File: src/rtl/ntm_operation_pkg.sv
// Scalar unit operation codes
// Also holds the default operand width for the top level and the testbench
package ntm_operation_pkg;

  ////////////////////
  // Operand width
  ////////////////////

  // Default width of data_a, data_b, modulo and data_out
  localparam int DATA_SIZE_DEFAULT = 8;

  ////////////////////
  // Operation codes
  ////////////////////

  // Encoding 2'b11 is unused and falls back to a plain reduction
  typedef enum logic [1:0] {
    // data_a mod modulo
    OP_MOD = 2'd0,
    // (data_a + data_b) mod modulo
    OP_ADD = 2'd1,
    // (data_a * data_b) mod modulo
    OP_MUL = 2'd2
  } operation_t;

endpackage

File: src/rtl/ntm_fsm_pkg.sv
// Controller states for the iterative scalar arithmetic blocks
// Shared by the modulo block, the adder and the multiplier
package ntm_fsm_pkg;

  ////////////////////
  // State encoding
  ////////////////////

  // Modulo block uses STARTER and REDUCE only
  // Multiplier walks all three
  typedef enum logic [1:0] {
    // Idle, waiting for start
    STARTER_STATE = 2'd0,
    // Shift-and-add accumulation
    PREPARE_STATE = 2'd1,
    // Subtracting, or waiting on the inner modulo block
    REDUCE_STATE  = 2'd2
  } scalar_state_t;

endpackage

File: src/rtl/ntm_scalar_mod.sv
// Scalar modulo block reducing data mod modulo by repeated subtraction
`timescale 1ns/1ps

module ntm_scalar_mod #(
  parameter int data_size = 8
) (
  input  logic                 CLK,
  input  logic                 RST,
  // Control
  input  logic                 start,
  output logic                 ready,
  // Data
  input  logic [data_size-1:0] modulo,
  input  logic [data_size-1:0] data,
  output logic [data_size-1:0] data_out
);

  ////////////////////
  // Signals
  ////////////////////

  // Controller
  ntm_fsm_pkg::scalar_state_t state;

  // Working remainder
  logic [data_size-1:0] work;

  // Done conditions on the current remainder
  logic mod_zero;
  logic hit_zero;
  logic below;

  assign mod_zero = (modulo == '0);
  assign hit_zero = (work == '0) || (work == modulo);
  assign below    = (work < modulo);

  ////////////////////
  // Controller
  ////////////////////

  always_ff @(posedge CLK or posedge RST) begin
    if (RST) begin
      state    <= ntm_fsm_pkg::STARTER_STATE;
      ready    <= 1'b0;
      data_out <= '0;
    end else begin
      case (state)
        ntm_fsm_pkg::STARTER_STATE: begin
          // Drop the pulse of the last result
          ready <= 1'b0;
          if (start) begin
            state <= ntm_fsm_pkg::REDUCE_STATE;
          end
        end
        ntm_fsm_pkg::REDUCE_STATE: begin
          if (mod_zero) begin
            // Value passes through unreduced
            data_out <= work;
            ready    <= 1'b1;
            state    <= ntm_fsm_pkg::STARTER_STATE;
          end else if (hit_zero) begin
            data_out <= '0;
            ready    <= 1'b1;
            state    <= ntm_fsm_pkg::STARTER_STATE;
          end else if (below) begin
            // Remainder found
            data_out <= work;
            ready    <= 1'b1;
            state    <= ntm_fsm_pkg::STARTER_STATE;
          end
        end
        default: begin
          ready <= 1'b0;
          state <= ntm_fsm_pkg::STARTER_STATE;
        end
      endcase
    end
  end

  ////////////////////
  // Datapath
  ////////////////////

  // Capture at start, then one subtraction per cycle
  always_ff @(posedge CLK) begin
    if (state == ntm_fsm_pkg::STARTER_STATE && start) begin
      work <= data;
    end else if (state == ntm_fsm_pkg::REDUCE_STATE && !mod_zero && !hit_zero && !below) begin
      work <= work - modulo;
    end
  end

  ////////////////////
  // Assertions
  ////////////////////

  // Ready is a single-cycle pulse
  ready_pulse_a: assert property (@(posedge CLK) disable iff (RST) ready |=> !ready)
    else $error("ntm_scalar_mod: ready held for two cycles");

  // Parent must wait for ready before a new start
  start_idle_a: assert property (@(posedge CLK) disable iff (RST)
    (state == ntm_fsm_pkg::REDUCE_STATE) |-> !start)
    else $error("ntm_scalar_mod: start during reduction");

endmodule

File: src/rtl/ntm_scalar_adder.sv
// Scalar modular adder computing (data_a + data_b) mod modulo
`timescale 1ns/1ps

module ntm_scalar_adder #(
  parameter int data_size = 8
) (
  input  logic                 CLK,
  input  logic                 RST,
  input  logic                 start,
  output logic                 ready,
  input  logic [data_size-1:0] modulo,
  input  logic [data_size-1:0] data_a,
  input  logic [data_size-1:0] data_b,
  output logic [data_size-1:0] data_out
);

  ////////////////////
  // Signals
  ////////////////////

  ntm_fsm_pkg::scalar_state_t state;

  // Carry-extended sum and widened modulus
  logic [data_size:0] sum_int;
  logic [data_size:0] modulo_int;

  // Inner modulo block handshake
  logic               mod_start;
  logic               mod_ready;
  logic [data_size:0] mod_out;

  // Sum, modulus and inner start all launch from the start edge
  always_ff @(posedge CLK or posedge RST) begin
    if (RST) begin
      state     <= ntm_fsm_pkg::STARTER_STATE;
      mod_start <= 1'b0;
    end else begin
      mod_start <= 1'b0;
      case (state)
        ntm_fsm_pkg::STARTER_STATE: begin
          if (start) begin
            mod_start <= 1'b1;
            state     <= ntm_fsm_pkg::REDUCE_STATE;
          end
        end
        ntm_fsm_pkg::REDUCE_STATE: begin
          // Wait for the remainder
          if (mod_ready) begin
            state <= ntm_fsm_pkg::STARTER_STATE;
          end
        end
        default: state <= ntm_fsm_pkg::STARTER_STATE;
      endcase
    end
  end

  always_ff @(posedge CLK) begin
    if (state == ntm_fsm_pkg::STARTER_STATE && start) begin
      sum_int    <= {1'b0, data_a} + {1'b0, data_b};
      modulo_int <= {1'b0, modulo};
    end
  end

  // Reduction at one extra bit so the carry is kept
  ntm_scalar_mod #(
    .data_size (data_size + 1)
  ) mod0 (
    .CLK      (CLK),
    .RST      (RST),
    .start    (mod_start),
    .ready    (mod_ready),
    .modulo   (modulo_int),
    .data     (sum_int),
    .data_out (mod_out)
  );

  // Result truncated back to operand width
  assign ready    = mod_ready;
  assign data_out = mod_out[data_size-1:0];

  inner_ready_a: assert property (@(posedge CLK) disable iff (RST)
    mod_ready |-> (state == ntm_fsm_pkg::REDUCE_STATE))
    else $error("ntm_scalar_adder: inner ready outside reduction");

endmodule

File: src/rtl/ntm_scalar_multiplier.sv
// Scalar modular multiplier computing (data_a * data_b) mod modulo
// Shift-and-add product followed by reduction at double width
`timescale 1ns/1ps

module ntm_scalar_multiplier #(
  parameter int data_size = 8
) (
  input  logic                 CLK,
  input  logic                 RST,
  input  logic                 start,
  output logic                 ready,
  input  logic [data_size-1:0] modulo,
  input  logic [data_size-1:0] data_a,
  input  logic [data_size-1:0] data_b,
  output logic [data_size-1:0] data_out
);

  localparam int cnt_width = $clog2(data_size + 1);
  localparam logic [cnt_width-1:0] last_bit = cnt_width'(data_size - 1);

  ////////////////////
  // Signals
  ////////////////////

  ntm_fsm_pkg::scalar_state_t state;
  logic [cnt_width-1:0]       bit_cnt;

  // Shifted multiplicand, remaining multiplier bits, running product
  logic [2*data_size-1:0] mcand;
  logic [data_size-1:0]   mplier;
  logic [2*data_size-1:0] product;
  logic [2*data_size-1:0] modulo_int;

  // Inner modulo block
  logic                   mod_start;
  logic                   mod_ready;
  logic [2*data_size-1:0] mod_out;

  ////////////////////
  // Controller
  ////////////////////

  always_ff @(posedge CLK or posedge RST) begin
    if (RST) begin
      state     <= ntm_fsm_pkg::STARTER_STATE;
      bit_cnt   <= '0;
      mod_start <= 1'b0;
    end else begin
      mod_start <= 1'b0;
      case (state)
        ntm_fsm_pkg::STARTER_STATE: begin
          if (start) begin
            bit_cnt <= '0;
            state   <= ntm_fsm_pkg::PREPARE_STATE;
          end
        end
        ntm_fsm_pkg::PREPARE_STATE: begin
          // Last partial product lands on this edge
          if (bit_cnt == last_bit) begin
            mod_start <= 1'b1;
            state     <= ntm_fsm_pkg::REDUCE_STATE;
          end else begin
            bit_cnt <= bit_cnt + 1'b1;
          end
        end
        ntm_fsm_pkg::REDUCE_STATE: begin
          if (mod_ready) begin
            state <= ntm_fsm_pkg::STARTER_STATE;
          end
        end
        default: state <= ntm_fsm_pkg::STARTER_STATE;
      endcase
    end
  end

  ////////////////////
  // Datapath
  ////////////////////

  always_ff @(posedge CLK) begin
    if (state == ntm_fsm_pkg::STARTER_STATE && start) begin
      mcand      <= {{data_size{1'b0}}, data_a};
      mplier     <= data_b;
      product    <= '0;
      modulo_int <= {{data_size{1'b0}}, modulo};
    end else if (state == ntm_fsm_pkg::PREPARE_STATE) begin
      // Add the multiplicand when the low multiplier bit is set
      if (mplier[0]) begin
        product <= product + mcand;
      end
      mcand  <= mcand << 1;
      mplier <= mplier >> 1;
    end
  end

  ntm_scalar_mod #(
    .data_size (2 * data_size)
  ) mod0 (
    .CLK      (CLK),
    .RST      (RST),
    .start    (mod_start),
    .ready    (mod_ready),
    .modulo   (modulo_int),
    .data     (product),
    .data_out (mod_out)
  );

  // Low half only
  assign ready    = mod_ready;
  assign data_out = mod_out[data_size-1:0];

  bit_cnt_range_a: assert property (@(posedge CLK) disable iff (RST)
    bit_cnt < data_size)
    else $error("ntm_scalar_multiplier: bit counter out of range");

endmodule

File: src/rtl/ntm_scalar_unit.sv
// Scalar modular arithmetic unit
// Routes start to the mod, add or mul block and returns its result
`timescale 1ns/1ps

module ntm_scalar_unit #(
  parameter int data_size = ntm_operation_pkg::DATA_SIZE_DEFAULT
) (
  input  logic                           CLK,
  input  logic                           RST,
  input  logic                           start,
  input  ntm_operation_pkg::operation_t  operation,
  input  logic [data_size-1:0]           data_a,
  input  logic [data_size-1:0]           data_b,
  input  logic [data_size-1:0]           modulo,
  output logic                           ready,
  output logic [data_size-1:0]           data_out
);

  ////////////////////
  // Signals
  ////////////////////

  logic                          busy;
  logic                          accept;
  ntm_operation_pkg::operation_t op_held;

  // Per-block handshake and results
  logic                 mod_start;
  logic                 add_start;
  logic                 mul_start;
  logic                 mod_ready;
  logic                 add_ready;
  logic                 mul_ready;
  logic [data_size-1:0] mod_result;
  logic [data_size-1:0] add_result;
  logic [data_size-1:0] mul_result;

  // Starts while busy are dropped
  assign accept = start && !busy;

  // Unused code 2'b11 goes to the modulo block
  assign add_start = accept && (operation == ntm_operation_pkg::OP_ADD);
  assign mul_start = accept && (operation == ntm_operation_pkg::OP_MUL);
  assign mod_start = accept && !add_start && !mul_start;

  always_ff @(posedge CLK or posedge RST) begin
    if (RST) begin
      busy    <= 1'b0;
      op_held <= ntm_operation_pkg::OP_MOD;
    end else if (accept) begin
      busy    <= 1'b1;
      op_held <= operation;
    end else if (ready) begin
      busy <= 1'b0;
    end
  end

  ////////////////////
  // Arithmetic blocks
  ////////////////////

  ntm_scalar_mod #(.data_size(data_size)) mod0 (
    .CLK(CLK), .RST(RST), .start(mod_start), .ready(mod_ready),
    .modulo(modulo), .data(data_a), .data_out(mod_result)
  );

  ntm_scalar_adder #(.data_size(data_size)) adder0 (
    .CLK(CLK), .RST(RST), .start(add_start), .ready(add_ready),
    .modulo(modulo), .data_a(data_a), .data_b(data_b), .data_out(add_result)
  );

  ntm_scalar_multiplier #(.data_size(data_size)) multiplier0 (
    .CLK(CLK), .RST(RST), .start(mul_start), .ready(mul_ready),
    .modulo(modulo), .data_a(data_a), .data_b(data_b), .data_out(mul_result)
  );

  // Only one block is ever running
  assign ready = mod_ready | add_ready | mul_ready;

  // Result of the operation last accepted
  always_comb begin
    case (op_held)
      ntm_operation_pkg::OP_ADD: data_out = add_result;
      ntm_operation_pkg::OP_MUL: data_out = mul_result;
      default:                   data_out = mod_result;
    endcase
  end

endmodule

File: config.mk
export PLATFORM = sky130hd
export DESIGN_NAME = ntm_scalar_unit
export DESIGN_NICKNAME = d
export VERILOG_FILES = /design/src/rtl/ntm_operation_pkg.sv /design/src/rtl/ntm_fsm_pkg.sv /design/src/rtl/ntm_scalar_mod.sv /design/src/rtl/ntm_scalar_adder.sv /design/src/rtl/ntm_scalar_multiplier.sv /design/src/rtl/ntm_scalar_unit.sv
export SDC_FILE = /design/constraint.sdc
export NUM_CORES = 1
export LEC_CHECK = 0
export ABC_AREA = 0
export BUFFER_PORTS_ARGS = -buffer_cell sky130_fd_sc_hd__buf_2
export CAP_MARGIN = 20
export CORE_MARGIN = 4
export CORE_UTILIZATION = 60
export CTS_CLUSTER_DIAMETER = 60
export DETAILED_ROUTE_END_ITERATION = 8
export PLACE_DENSITY = 0.77
export SKIP_CTS_REPAIR_TIMING = 1
export SYNTH_ARGS = -nofsm -noshare
export SYNTH_HDL_FRONTEND = slang
export SYNTH_HIERARCHICAL = 1
export SYNTH_SLANG_ARGS = --single-unit
File: constraint.sdc
create_clock -name CLK -period 4.72 [get_ports CLK]
set_clock_uncertainty 0.05 [all_clocks]
set_input_delay 0 -clock CLK [delete_from_list [all_inputs] [get_ports CLK]]
set_output_delay 0 -clock CLK [all_outputs]
set_load 0.05 [all_outputs]
# Yosys cells after proc, flatten, opt, wreduce, memory -nomap -nowiden
# Cells that the tools add are included.
[op_classes] addsub=6 bitwise_logic=2 n_eq_ne=26 order_cmp=3 reduce_logical=64 muxes=63
[op_table] operator="8-bit two-way mux" n=15
[op_table] operator="2-bit two-way mux" n=17
[op_table] operator="16-bit zero test" n=2
[op_table] operator="16-bit two-way mux" n=2
[op_table] operator="1-bit logical AND" n=19
[op_table] operator="9-bit zero test" n=2
[op_table] operator="1-bit two-way mux" n=18
[op_table] operator="9-bit two-way mux" n=2
[op_table] operator="16-bit adder" n=1
[op_table] operator="16-bit by 8-bit == test with 1-bit output" n=1
[op_table] operator="8-bit zero test" n=2
[op_table] operator="16-bit by 8-bit < comparator with 1-bit output" n=1
[op_table] operator="2-bit one-hot mux with 2 select lines" n=4
[op_table] operator="8-bit one-hot mux with 2 select lines" n=1
[op_table] operator="2-bit AND reduction" n=8
[op_table] operator="16-bit by 8-bit subtractor with 16-bit output" n=1
[op_table] operator="2-bit == test, second input constant" n=7
[op_table] operator="1-bit zero test" n=12
[op_table] operator="2-bit nonzero test" n=6
[op_table] operator="2-bit zero test" n=5
[op_table] operator="2-bit != test, second input constant" n=5
[op_table] operator="8-bit by 8-bit adder with 9-bit output" n=1
[op_table] operator="9-bit by 8-bit == test with 1-bit output" n=1
[op_table] operator="9-bit by 8-bit < comparator with 1-bit output" n=1
[op_table] operator="other kinds (17)" n=30
[totals] reg_bits=144 output_inout_bits=9

# Longest topological paths before layout
[depth] word_depth=8 mapped_depth=11 ltp_nobuf=10

# Hierarchy
# The synthesis kept the hierarchy.
[by_module_without_submodules] module="ntm_scalar_multiplier" seq_area_each_um2=1376.3 area_each_um2=2785.2 n_inst=1 cells_per_inst=277
[by_module_without_submodules] module="ntm_scalar_mod (multiplier0.mod0)" seq_area_each_um2=930.9 area_each_um2=2456.1 n_inst=1 cells_per_inst=274
[by_module_without_submodules] module="ntm_scalar_mod (adder0.mod0)" seq_area_each_um2=545.5 area_each_um2=1577.8 n_inst=1 cells_per_inst=168
[by_module_without_submodules] module="ntm_scalar_mod (mod0)" seq_area_each_um2=490.5 area_each_um2=1178.6 n_inst=1 cells_per_inst=111
[by_module_without_submodules] module="ntm_scalar_adder" seq_area_each_um2=560.5 area_each_um2=907.1 n_inst=1 cells_per_inst=66
[by_module_without_submodules] module="ntm_scalar_unit" seq_area_each_um2=75.1 area_each_um2=344.1 n_inst=1 cells_per_inst=45

# Worst setup path before layout
# OpenSTA, ideal clock, no wires.
[synth_timing] path_type="flip-flop to flip-flop" startpoint="register multiplier0.modulo_int[0]" endpoint="register multiplier0.mod0.work[0], enable pin" path_stages_with_launch=10 n_path_buf=0 arrival_time_ps=2841 slack_ps=1418 period_less_slack_ps=3302 required_ps=4259 setup_ps=411 path_cell_list="edfxtp_1 ha_1 inv_1 fa_1 a21o_1 a311oi_2 o21a_2 o31ai_1 nand2_1 o21ai_0"
[synth_via] elab_chain_len=6
[synth_lines] element="start, declared" line="ntm_scalar_multiplier.sv:32" rtl="logic [2*data_size-1:0] modulo_int;"
[synth_lines] element="start signal, assigned" line="ntm_scalar_multiplier.sv:85" rtl="modulo_int <= {{data_size{1'b0}}, modulo};"
[synth_lines] element="branches (longest 4 deep; another with 16-bit by 8-bit < comparator with 1-bit output)"
[synth_lines] element="1-bit logical AND (*)" line="ntm_scalar_mod.sv:88" rtl="end else if (state == ntm_fsm_pkg::REDUCE_STATE && !mod_zero && !hit_zero && !below) begin"
[synth_lines] element="2-bit nonzero test (no source line) (*)"
[synth_lines] element="end signal, assigned" line="ntm_scalar_mod.sv:87" rtl="work <= data;"
[synth_lines] element="end signal, assigned" line="ntm_scalar_mod.sv:89" rtl="work <= work - modulo;"
[synth_lines] element="end, declared" line="ntm_scalar_mod.sv:26" rtl="logic [data_size-1:0] work;"
# Mark *: on every way between the ends.
# A chain may end at the register's enable or synchronous reset.

# Worst setup path in the final report
[layout_timing] startpoint="register multiplier0.mod0.work[0]" endpoint="register multiplier0.mod0.data_out[0]"
[layout_via] elab_chain_len=4
[layout_lines] element="branches (longest 4 deep; another with 16-bit by 8-bit < comparator with 1-bit output)"
[layout_lines] element="end signal, assigned" line="ntm_scalar_mod.sv:58" rtl="data_out <= work;"
[layout_lines] element="end signal, assigned" line="ntm_scalar_mod.sv:67" rtl="data_out <= work;"
[layout_lines] element="end, declared" line="ntm_scalar_mod.sv:15" rtl="output logic [data_size-1:0] data_out"
# Several ways; the timed one is not identified. The select of a mux whose other input is x is not followed.

==> key figures <==
Outcome
  – Status: finished, final reports clean

Critical path
  – Crit path from: multiplier0/mod0/work[0]
  – Flop2flop setup slack: 1.81 ns
  – Critical path arrival: 3.19 ns
  – CP required: 5.00 ns
  – Reg2Reg Launch Point: multiplier0/mod0/work[0]
  – Crit start category: flop
  – CP endpoint kind: flop
  – Worst r2r dst: multiplier0/mod0/data_out[0]
  – Critical setup path kind: reg2reg
  – R2R depth: 10
  – Critical Path Fanout Max: 8
  – Setup crit end: multiplier0/mod0/data_out[0]

Drt
  – DR vias/cell: 6.153
  – WL/cell: 17.62 µm
  – Post-route ant nets: 0
  – DRC Markers: 0
  – Routed wire length: 20720 µm
  – TritonRoute pass-1 iters: 6
  – Vias: 7236
  – DRT iter0 DRCs: 648

Clocking
  – Total CTS buffers: 17
  – H-tree lvl count: 4
  – CTS clk-pin slew, worst paths: 0.06 ns
  – CTS Root Cell: clkbuf_16
  – CTS Sinks: 140
  – CTS tree: done
  – Clock latency on the worst-skew pair: 0.41 ns
  – Maximum clock path buffer count: 2

Power
  – VDD IR max: 0.0003716 V
  – Final Power: 5.573 mW
  – Power Internal: 3.374 mW
  – PwrDens: 554.3 nW/µm²
  – Lkg Pwr: 4.143 nW
  – Clock power share: 23.2%
  – Combinational share of power: 41.5%
  – Switch Pwr: 2.200 mW
  – Sw Ratio: 39.47%
  – Reg power frac: 35.3%

Floorplanning
  – Die ar.: 16760 µm²
  – CORE AREA: 14480 µm²
  – Die Height: 129.5 µm
  – Number of top-level pins: 38
  – Row count: 44
  – Die span in x: 129.5 µm
  – Initial Util: 61.13%

Timing
  – Tcrit/Tclk final: 61.70%
  – Max-slew violations: 0
  – RSZ-0062 raised after global routing: no
  – TNS Setup: 0 ns
  – Fin. Hold Viols: 0
  – Final setup violation count: 0
  – Slew headroom: 45.33%
  – Minimum clock period: 2.912 ns
  – WHS: 0.01167 ns
  – Fmax: 343.4 MHz
  – Worst Tran Pin Value: 0.8126 ns

Final layout
  – Share of layout cells above drive strength 1: 13.41%
  – Layout Nets: 1072
  – Diode count: 0
  – FILL cells: 1101
  – Layout area overhead: 13.60%

Global route
  – Vias in the first global route: 6609
  – Initial antenna violation count: 0
  – GRT Resource Usage Total: 25.18%
  – Largest net degree at the start of global routing: 45
  – First-pass GRT wire length: 33440 µm
  – Remaining Overflow, GRT: 0

Yosys
  – Mapped cell area: 8851 µm²
  – Synthesized instance count: 903
  – Avg Synthesized Cell Area: 9.802 µm²
  – YS warnings: 6

Flow run
  – Max Cap Viol: 0

Placed design
  – Port Buffer Count: 37
  – RD Place Congestion: 0.9013
  – HPWL Detailed: 15290 µm

Worst hold path
  – Worst hold path type: in2async
[per-layer routing]
layer / GRT usage [%] / share of wire [%] / up-vias / wire length, µm
li1: - / - / 3478 / -
met1: 37.01 / 47 / 3466 / 9711
met2: 38.90 / 46 / 259 / 9431
met3: 4.946 / 6.1 / 33 / 1274
met4: 5.807 / 1.5 / 0 / 307
met5: 0 / 0 / - / 0
[power by group through the flow]
stage	clock [mW]	combinational (mW)	sequential [mW]
6_report	1.29	2.31	1.97
4_1_cts	1.31	2.27	1.96
2_1_floorplan	0	1.86	1.86
3_3_place_gp	0	2.20	1.98
5_1_grt	1.36	2.56	2.00
3_5_place_dp	0	2.25	1.99
[flip-flops by register name, indices dropped and copies added (netlist names), 2 cells and up]
signal,flops
multiplier0/mplier,8
multiplier0/modulo_int,8
adder0/modulo_int,8
multiplier0/mod0/work,16
multiplier0/bit_cnt,4
op_held,2
mod0/work,8
multiplier0/mcand,16
multiplier0/state,2
adder0/sum_int,9
adder0/mod0/data_out,8
mod0/data_out,8
adder0/mod0/work,9
multiplier0/product,16
multiplier0/mod0/data_out,8
[worst min path at each step]
stage / from / endpoint / slack (ns) / cells past startpoint
after floorplan: RST / adder0/mod_start / -0.31 / 1
after global placement: RST / adder0/mod_start / -0.11 / 2
after detailed placement: RST / adder0/mod_start / -0.10 / 2
after CTS: RST / adder0/mod_start / -0.55 / 2
after global routing: RST / adder0/state[1] / 0.03 / 3
final: RST / adder0/mod_start / 0.01 / 3
[final cells by class]
class / count / area (µm²) / area share (%)
clock buffer: 21 / 450.4 / 4.480
multi-input combinational: 673 / 4697 / 46.71
tap: 184 / 230.2 / 2.290
timing repair buffer: 73 / 528.0 / 5.251
inverter: 74 / 277.8 / 2.763
sequential: 140 / 3754 / 37.33
clock inverter: 11 / 117.6 / 1.170
[cells in the final DEF (no fill, tap or decap), types with 4 or more instances in the layout]
cell type        n
a211oi_1         7
buf_4            7
o21ai_0         47
and2_1           6
dfrtp_1         42
dlygate4sd3_1   29
nor2_1          37
conb_1          17
buf_2           37
o211ai_1        13
xor2_1           9
nand4_1         12
a21oi_1         55
o21a_1          18
or3_1            4
a22oi_1          8
inv_1           72
nand2_1        119
mux2_2          18
a21o_1          11
edfxtp_1        74
nor3_1          22
o31ai_1         14
mux2i_1         12
a32o_1           8
fa_1             5
and3_1           4
dfxtp_1         24
nor3b_1          5
a21oi_2          4
nor2b_1         10
xnor2_1         15
nor4_1          14
nand2b_1         5
ha_1            59
or4_1           12
a31oi_1          7
clkbuf_16       17
nand3_1         22
a2bb2oi_1       10
[metrics by stage]
| stage | instance area (µm²) | std cells | worst slack (ns) | utilization [%] |
|---|---|---|---|---|
| global placement | 9189 | 1114 | 1.918 | 63.46 |
| detailed placement | 9189 | 1114 | 1.832 | 63.46 |
| CTS | 9757 | 1146 | 1.801 | 67.39 |
| global route | 10050 | 1176 | 1.583 | 69.44 |
| finish | 10050 | 1176 | 1.808 | 69.44 |
| floorplan | 8907 | 918 | 1.418 | - |
[worst max-delay path, cell delays in order (launching register included)]
cell and delay [ns]:
edfxtp_1 0.42, inv_1 0.08, ha_1 0.16, inv_1 0.05, fa_1 0.40, a21o_1 0.23, a311oi_2 0.34, o21a_2 0.24
nor3_1 0.08, a211oi_4 0.55, mux2i_1 0.24
No activity file was read; power rests on OpenSTA's default activity.
